--- src/sparcPkg.sv ---
package sparcPkg;

    localparam int wordWidth = 32;
    localparam int regAddrWidth = 5;

    // Major opcode, instruction bits 31:30
    localparam logic [1:0] opBranch = 2'b00;
    localparam logic [1:0] opCall = 2'b01;
    localparam logic [1:0] opArith = 2'b10;
    localparam logic [1:0] opMem = 2'b11;

    localparam logic [5:0] op3Jmpl = 6'b111000;

    // Encoding seen by the ALU in EX
    typedef enum logic [3:0] {
        add = 4'd0,
        addCarry = 4'd1,
        sub = 4'd2,
        subCarry = 4'd3,
        andOp = 4'd4,
        orOp = 4'd5,
        xorOp = 4'd6,
        xnorOp = 4'd7,
        andNot = 4'd8,
        orNot = 4'd9,
        sll = 4'd10,
        srl = 4'd11,
        sra = 4'd12,
        passB = 4'd14 // Sethi moves operand B through
    } aluOpT;

    typedef enum logic [1:0] {
        sizeByte = 2'd0,
        sizeHalf = 2'd1,
        sizeWord = 2'd2
    } memSizeT;

    typedef struct packed {
        logic jmpl;
        logic readWrite; // High for a store
        aluOpT aluOp;
        logic signExtend;
        logic load;
        logic rfEnable;
        memSizeT size;
        logic modifyCC;
        logic call;
        logic branch;
        logic annul;
        logic dataMemEnable;
    } controlWordT;

    typedef struct packed {
        logic [wordWidth-1:0] pc;
        logic [wordWidth-1:0] instr;
    } ifIdT;

    typedef struct packed {
        controlWordT control;
        logic [wordWidth-1:0] pc;
        logic [wordWidth-1:0] operandA;
        logic [wordWidth-1:0] operandB;
        logic [wordWidth-1:0] storeData;
        logic [21:0] imm22;
        logic [regAddrWidth-1:0] rd;
    } idExT;

endpackage
--- src/sparcFrontEnd.sv ---
`timescale 1ns/1ps

module sparcFrontEnd
    import sparcPkg::*;
#(
    parameter logic [wordWidth-1:0] resetPc = '0,
    parameter int numRegs = 32
)
(
    input logic Clk,
    input logic reset,
    input logic [wordWidth-1:0] instr,
    input logic advance,
    input logic stall,
    input logic branchTaken,
    input logic jmplTaken,
    input logic [wordWidth-1:0] jmplTarget,
    input logic wbEnable,
    input logic [regAddrWidth-1:0] wbReg,
    input logic [wordWidth-1:0] wbData,
    output logic [wordWidth-1:0] fetchAddr,
    output controlWordT exControl,
    output logic [wordWidth-1:0] exPc,
    output logic [wordWidth-1:0] exOperandA,
    output logic [wordWidth-1:0] exOperandB,
    output logic [wordWidth-1:0] exStoreData,
    output logic [21:0] exImm22,
    output logic [regAddrWidth-1:0] exRd
);

    ifIdT ifId;
    idExT idEx;
    controlWordT idControl;
    logic [wordWidth-1:0] readA;
    logic [wordWidth-1:0] readB;
    logic [wordWidth-1:0] readStore;

    fetchUnit #(
        .resetPc(resetPc)
    ) i_fetchUnit (
        .Clk(Clk),
        .reset(reset),
        .advance(advance),
        .idPc(ifId.pc),
        .idInstr(ifId.instr),
        .call(idControl.call),
        .branch(idControl.branch),
        .branchTaken(branchTaken),
        .jmplTaken(jmplTaken),
        .jmplTarget(jmplTarget),
        .pc(fetchAddr)
    );

    // Annulled delay slot is dropped straight out of IF/ID
    stageRegister #(
        .payloadT(ifIdT)
    ) i_ifIdReg (
        .Clk(Clk),
        .reset(reset),
        .clear(idControl.annul),
        .load(advance),
        .d(ifIdT'{pc: fetchAddr, instr: instr}),
        .q(ifId)
    );

    instrDecoder i_instrDecoder (
        .instr(ifId.instr),
        .stall(stall),
        .control(idControl)
    );

    registerFile #(
        .numRegs(numRegs)
    ) i_registerFile (
        .Clk(Clk),
        .wbEnable(wbEnable),
        .wbReg(wbReg),
        .wbData(wbData),
        .rs1(ifId.instr[18:14]),
        .rs2(ifId.instr[4:0]),
        .rd(ifId.instr[29:25]),
        .readA(readA),
        .readB(readB),
        .readStore(readStore)
    );

    // Loads every cycle, a held IF/ID just decodes again
    stageRegister #(
        .payloadT(idExT)
    ) i_idExReg (
        .Clk(Clk),
        .reset(reset),
        .clear(1'b0),
        .load(1'b1),
        .d(idExT'{control: idControl, pc: ifId.pc, operandA: readA, operandB: readB,
            storeData: readStore, imm22: ifId.instr[21:0], rd: ifId.instr[29:25]}),
        .q(idEx)
    );

    assign exControl = idEx.control;
    assign exPc = idEx.pc;
    assign exOperandA = idEx.operandA;
    assign exOperandB = idEx.operandB;
    assign exStoreData = idEx.storeData;
    assign exImm22 = idEx.imm22;
    assign exRd = idEx.rd;

endmodule

--- src/registerFile.sv ---
`timescale 1ns/1ps

module registerFile
    import sparcPkg::*;
#(
    parameter int numRegs = 32
)
(
    input logic Clk,
    input logic wbEnable,
    input logic [regAddrWidth-1:0] wbReg,
    input logic [wordWidth-1:0] wbData,
    input logic [regAddrWidth-1:0] rs1,
    input logic [regAddrWidth-1:0] rs2,
    input logic [regAddrWidth-1:0] rd,
    output logic [wordWidth-1:0] readA,
    output logic [wordWidth-1:0] readB,
    output logic [wordWidth-1:0] readStore
);

    logic [wordWidth-1:0] regs [numRegs];

    // r0 is hardwired and its storage entry is never read
    function automatic logic [wordWidth-1:0] readPort(input logic [regAddrWidth-1:0] addr);
        return (addr == '0) ? '0 : regs[addr];
    endfunction

    always_ff @(posedge Clk)
    begin
        if (wbEnable && wbReg != '0)
        begin
            regs[wbReg] <= wbData;
        end
    end

    // No bypass so a same-cycle write shows up next cycle
    assign readA = readPort(rs1);
    assign readB = readPort(rs2);
    assign readStore = readPort(rd); // Store data comes from rd

    // A write-back must be readable one edge later
    assert property (@(posedge Clk) wbEnable && wbReg != '0
        |=> rs1 != $past(wbReg) || readA == $past(wbData))
    else $error("Write-back not visible on readA: %h", readA);

endmodule

--- src/fetchUnit.sv ---
`timescale 1ns/1ps

module fetchUnit
    import sparcPkg::*;
#(
    parameter logic [wordWidth-1:0] resetPc = '0
)
(
    input logic Clk,
    input logic reset,
    input logic advance,
    input logic [wordWidth-1:0] idPc,
    input logic [wordWidth-1:0] idInstr,
    input logic call,
    input logic branch,
    input logic branchTaken,
    input logic jmplTaken,
    input logic [wordWidth-1:0] jmplTarget,
    output logic [wordWidth-1:0] pc
);

    logic [wordWidth-1:0] npc;
    logic [wordWidth-1:0] disp30Ext;
    logic [wordWidth-1:0] disp22Ext;
    logic [wordWidth-1:0] target;
    logic [wordWidth-1:0] nextNpc;

    // Word displacements scaled to bytes
    assign disp30Ext = {idInstr[29:0], 2'b00}; // Sign bit lands in bit 31
    assign disp22Ext = {{8{idInstr[21]}}, idInstr[21:0], 2'b00};

    // Targets are relative to the instruction in decode
    assign target = idPc + (call ? disp30Ext : disp22Ext);

    always_comb
    begin
        if (jmplTaken)
        begin
            nextNpc = jmplTarget; // Resolved in EX, wins over decode
        end
        else if (call)
        begin
            nextNpc = target;
        end
        else if (branch && branchTaken)
        begin
            nextNpc = target;
        end
        else
        begin
            nextNpc = npc + wordWidth'(4);
        end
    end

    // Delayed branching: the slot after a transfer still executes
    always_ff @(posedge Clk)
    begin
        if (reset)
        begin
            pc <= resetPc;
            npc <= resetPc + wordWidth'(4);
        end
        else if (advance)
        begin
            pc <= npc;
            npc <= nextNpc;
        end
    end

    // Misaligned pc would mean a bad jmpl target or reset value
    assert property (@(posedge Clk) disable iff (reset) pc[1:0] == 2'b00)
    else $error("Fetch address not word aligned: %h", pc);

endmodule

--- src/instrDecoder.sv ---
`timescale 1ns/1ps

module instrDecoder
    import sparcPkg::*;
(
    input logic [wordWidth-1:0] instr,
    input logic stall,
    output controlWordT control
);

    logic [1:0] op;
    logic [5:0] op3;
    logic shiftSel;
    controlWordT decoded;

    assign op = instr[31:30];
    assign op3 = instr[24:19];
    assign shiftSel = instr[24]; // Picks shift over negated logic op

    always_comb
    begin
        decoded = '0;
        case (op)
            opCall:
            begin
                decoded.call = 1'b1;
                decoded.rfEnable = 1'b1; // Return address goes to r15
            end
            opBranch:
            begin
                if (instr == '0)
                begin
                    decoded = '0; // Nop
                end
                else if (instr[24:22] == 3'b100)
                begin
                    decoded.rfEnable = 1'b1; // Sethi
                    decoded.aluOp = passB;
                end
                else
                begin
                    decoded.branch = 1'b1;
                    decoded.annul = instr[29];
                end
            end
            opArith:
            begin
                if (op3 == op3Jmpl)
                begin
                    decoded.jmpl = 1'b1;
                    decoded.aluOp = add; // Target is rs1 plus operand B
                end
                else
                begin
                    decoded.rfEnable = 1'b1;
                    decoded.modifyCC = instr[23]; // The cc variants
                    case (instr[22:19])
                        4'd0: decoded.aluOp = add;
                        4'd8: decoded.aluOp = addCarry;
                        4'd4: decoded.aluOp = sub;
                        4'd12: decoded.aluOp = subCarry;
                        4'd1: decoded.aluOp = andOp;
                        4'd2: decoded.aluOp = orOp;
                        4'd3: decoded.aluOp = xorOp;
                        4'd5: decoded.aluOp = shiftSel ? sll : andNot;
                        4'd6: decoded.aluOp = shiftSel ? srl : orNot;
                        4'd7: decoded.aluOp = shiftSel ? sra : xnorOp;
                        default: decoded.aluOp = add;
                    endcase
                end
            end
            default:
            begin
                // Memory format
                decoded.dataMemEnable = 1'b1;
                case (op3)
                    6'b001001:
                    begin
                        decoded.load = 1'b1; // ldsb
                        decoded.rfEnable = 1'b1;
                        decoded.signExtend = 1'b1;
                        decoded.size = sizeByte;
                    end
                    6'b001010:
                    begin
                        decoded.load = 1'b1; // ldsh
                        decoded.rfEnable = 1'b1;
                        decoded.signExtend = 1'b1;
                        decoded.size = sizeHalf;
                    end
                    6'b000000:
                    begin
                        decoded.load = 1'b1; // ld
                        decoded.rfEnable = 1'b1;
                        decoded.size = sizeWord;
                    end
                    6'b000001:
                    begin
                        decoded.load = 1'b1; // ldub
                        decoded.rfEnable = 1'b1;
                        decoded.size = sizeByte;
                    end
                    6'b000010:
                    begin
                        decoded.load = 1'b1; // lduh
                        decoded.rfEnable = 1'b1;
                        decoded.size = sizeHalf;
                    end
                    6'b000101:
                    begin
                        decoded.readWrite = 1'b1; // stb
                        decoded.size = sizeByte;
                    end
                    6'b000110:
                    begin
                        decoded.readWrite = 1'b1; // sth
                        decoded.size = sizeHalf;
                    end
                    6'b000100:
                    begin
                        decoded.readWrite = 1'b1; // st
                        decoded.size = sizeWord;
                    end
                    default:
                    begin
                        decoded.readWrite = 1'b0; // Unsupported op3 keeps enable only
                    end
                endcase
            end
        endcase
    end

    // Hazard squash turns the slot into a nop
    assign control = stall ? controlWordT'('0) : decoded;

endmodule

--- src/stageRegister.sv ---
`timescale 1ns/1ps

module stageRegister
#(
    parameter type payloadT = logic
)
(
    input logic Clk,
    input logic reset,
    input logic clear,
    input logic load,
    input payloadT d,
    output payloadT q
);

    // An all-zero payload is a bubble in either stage
    always_ff @(posedge Clk)
    begin
        if (reset || clear)
        begin
            q <= '0;
        end
        else if (load)
        begin
            q <= d;
        end
    end

endmodule

--- config.mk ---
export PLATFORM = sky130hd
export DESIGN_NAME = sparcFrontEnd
export DESIGN_NICKNAME = d
export VERILOG_FILES = /design/src/sparcPkg.sv /design/src/sparcFrontEnd.sv /design/src/registerFile.sv /design/src/fetchUnit.sv /design/src/instrDecoder.sv /design/src/stageRegister.sv
export SDC_FILE = /design/constraint.sdc
export NUM_CORES = 2
export LEC_CHECK = 0
export BUFFER_PORTS_ARGS = -buffer_cell sky130_fd_sc_hd__buf_4
export CELL_PAD_IN_SITES_DETAIL_PLACEMENT = 1
export CELL_PAD_IN_SITES_GLOBAL_PLACEMENT = 1
export CORE_MARGIN = 2
export CORE_UTILIZATION = 58
export CTS_CLUSTER_DIAMETER = 120
export DETAILED_ROUTE_END_ITERATION = 10
export GPL_TIMING_DRIVEN = 0
export PLACE_DENSITY_LB_ADDON = 0.1
export SYNTH_ARGS = -nofsm -noshare
export SYNTH_HDL_FRONTEND = slang
export SYNTH_SLANG_ARGS = --single-unit
--- constraint.sdc ---
create_clock -name Clk -period 5.31 [get_ports Clk]
set_input_delay 0.2655 -clock Clk [delete_from_list [all_inputs] [get_ports Clk]]
set_output_delay 0.2655 -clock Clk [all_outputs]
set_load 0.05 [all_outputs]
==> metrics.md <==
| Metric | Value |
|---|---|
| Status | finished, violations left |
| Failing checks | max-capacitance violations, max-slew violations |
| GRT busiest layer | met2 |
| Drt drc | 0 |
| WP data required | between 5 and 6 ns |
| DP HPWL | roughly 180000 um |
| I/O pin count | 311 |
| Design Area, Final | 0.07733 mm^2 |
| Post-synth top cells | 1024 x edfxtp_1, 960 x mux4_2, 302 x nor2_1 |
| Worst vdd ir | 0.3568 mV |
| Area delta synth->final | 16.75% |
| Register area share after synthesis | a little under three fifths |
| Met1 usage | roughly 55% |
| Die area | ~0.12 mm^2 |
| GPL Wtd Cong | 0.9534 |
| Worst Tran Pin Value | 1.678 ns |
| Primary FF master, synth | edfxtp_1 |
| Adder-cell share of the synthesized area | 0.6309% |
| Post-route ant nets | 0 |
| Post_cts resized | 0 |
| Postcts setup bufs | 0 |
| Area of the multi-input gates | around 0.029 mm^2 |
| CTS max path bufs | 3 |
| Port Buf Inserts | between 300 and 400 |
| Post-Route WL | 273700 um |
| Worst Path Class, Setup | flip-flop to flip-flop |
| Post-synth EDFFs | 1024 |
| Crit. End Element | flip-flop |
| Fillers | 9295 |
| Pwr Total | 0.02562 W |
| Yosys top cell area share | between 40 and 50% |
| Syn. warnings | 0 |
| Fraction of layout cells with a size suffix above 1 | 38.08% |
| CP Max Fanout | 10 |
| Syn Inst Count | 3614 |
| Post-synthesis mux area share | between 30% and 40% |
| Part of the power in the clock network | between 30% and 40% |
| Hold Buf Count CTS | 96 |
| Final hold viol count | 0 |
| Area of the core | 0.1128 mm^2 |
| Startpoint types | flip-flop |
| Initial antenna violation count | 11 |
| Asr flop ratio synth | 0% |
| Fmax | 204.3 MHz |
| Syn avg cell area | 18.33 um^2 |
| Count leader, synth | edfxtp_1 |
| Die H | 341.9 um |
| Wire length per cell | 46.63 um |
| Number of iterations in the first detailed-routing pass | 6 |
| Largest net degree at the start of global routing | 33 |
| Met3 usage | between 15 and 20% |
| Sw Pwr | around 0.0070 W |
| Crit path DAT | 5.52 ns |
| Vias in the first global route | 48905 |
| Power Internal | 0.01859 W |
| Compound-Gate Fraction of Synth Area | 2.019% |
| TritonCTS clock tree | yes |
| Met2 GRT Util | 71.96% |
| Root Buffer | clkbuf_16 |
| Gate power share | 15.5% |
| Final net count | 4383 |
| CTS HTree Levels | 4 |
| Lkg Pwr | 25.04 nW |
| Clock Latency Late Sink | 0.80 ns |
| Largest family of logic cells by synthesized area | multiplexers |
| Max Slew Vio Count | 183 |
| Crit path time final | 4.896 ns |
| Overflow after GRT | 0 |
| Cell area after synthesis | around 0.066 mm^2 |
| Setup TNS | 0 ns |
| Synth Area in XOR/XNOR | 0.6215% |
| Final number of setup-violating endpoints | 0 |
| Register area | 0.03674 mm^2 |
| PD cells | 331.2 mW/mm^2 |
| Final setup margin | approximately 0.41 ns |
| Setup WS pre-CTS | approximately 0.79 ns |
| Die Width | 341.9 um |
| Maxcap violations | 18 |
| Worst Skew | 0.03616 ns |
| Synth cell types | slightly below 70 |
| Worst-path clk slew | about 0.06 ns |
| Synth area leaders | edfxtp_1 46%, mux4_2 33%, dfxtp_1 9.0% |
| # rows | 123 |
| CTS sink count | 1323 |
| Switching Fraction | 27.41% |
| Vias/cell | 8.069 |
| Initial core utilization | between 50% and 60% |
| Dpl cell area | 0.07169 mm^2 |
| Hold/Removal Path Class | input port to flip-flop |
| Vias post-DR | 47364 |
| Total Routing Usage GR | roughly 47% |
| Seq pwr share | 45.4% |
| Tcrit/Tclk final | 92.20% |
| TritonCTS Buffers | 141 |
| DRC marker count from the first detailed-route iteration | approximately 8400 |
| Synth area leader | edfxtp_1 |
| First-pass GRT wire length | 378900 um |
| Seq cells post-synth | 1323 |
| Synth Area in Simple Gates | 3.697% |
| Slew HR | -11.84% |
| RSZ-0062 raised after global routing | false |
per-stage QoR:
step / std cells / hold slack, ns / util [%]
floorplan: 3645 / 0.3644 / -
global placement: 5453 / 0.4721 / 62.53
detailed placement: 5499 / 0.4753 / 63.55
CTS: 5852 / 0.02266 / 68.42
global route: 5859 / 0.09205 / 68.53
finish: 5870 / 0.04117 / 68.55
critical path: stages (launching register included):
cell	delay, ns
dfxtp_1	0.41
buf_2	0.36
clkbuf_1	0.78
buf_1	1.02
o21bai_1	0.67
clkbuf_1	0.72
nor2_1	0.76
registers in the layout, summed over array words and instances (netlist names):
name	flops
i_fetchUnit.npc	32
i_fetchUnit.pc	32
i_idExReg.q	171
i_ifIdReg.q	64
i_registerFile.regs	1024
cells by family after synthesis:
kind of cell,after synthesis
muxes,1157
xor gates and xnor gates,47
and+or+nand+nor,537
other,1
AOI/OAI and AO/OA,197
buffers and inverters,319
adders and majority gates,33
DFF,1323
layer usage:
metal	part of all wire (%)	vias up
li1	-	16586
met1	30	23768
met2	45	5459
met3	16	1541
met4	9.1	10
met5	0.048	-
placed cells by master, fill, tap and decap left out, types with 28 or more instances in the layout:
cell           netlist  final
a21oi_1             45     45
dlygate4sd3_1        0     96
nor2b_1             65     64
mux2i_1            197    197
edfxtp_1          1024   1024
buf_4                0    309
dfxtp_1            299    299
mux4_2             960    960
buf_1               59     36
buf_2               49     52
conb_1               1     32
ha_1                31     31
nor2_1             302    274
clkbuf_16            0    152
buf_12               0     28
clkbuf_1           193    224
nor2_4               0     28
nand2_1             63     63
path summary, 6_finish.rpt:
check	startpoint	end	slack [ns]	cells after the start
max	i_ifIdReg.q[14]$_SDFFE_PP0P_	i_idExReg.q[122]$_SDFF_PP0_	0.41	6
min	jmplTarget[23]	i_fetchUnit.npc[23]$_SDFFE_PP0P_	0.04	5
max reg2reg	i_ifIdReg.q[14]$_SDFFE_PP0P_	i_idExReg.q[122]$_SDFF_PP0_	0.41	6
min reg2reg	i_ifIdReg.q[59]$_SDFFE_PP0P_	i_idExReg.q[150]$_SDFF_PP0_	0.51	1
power groups by stage:
stage,Combinational (W),Clock [W],Sequential [W]
floorplan,0.00191,0,0.0121
global placement,0.00357,0,0.0118
detailed placement,0.00369,0,0.0118
CTS,0.00382,0.00989,0.0116
global route,0.00400,0.0103,0.0116
finish,0.00396,0.0100,0.0116
final cells by class:
cell class              instances  area share (%)
diodes                         13         0.04207
plain buffers                 305           1.647
clock buffers                 204           5.338
clock inverters                53          0.5307
inverters                      14         0.06795
multi-input cells            2003           36.94
flip-flops and latches       1323           47.50
well taps                    1500           2.427
repair buffers                455           5.503
Note: power is estimated with default switching activity, not from simulation.
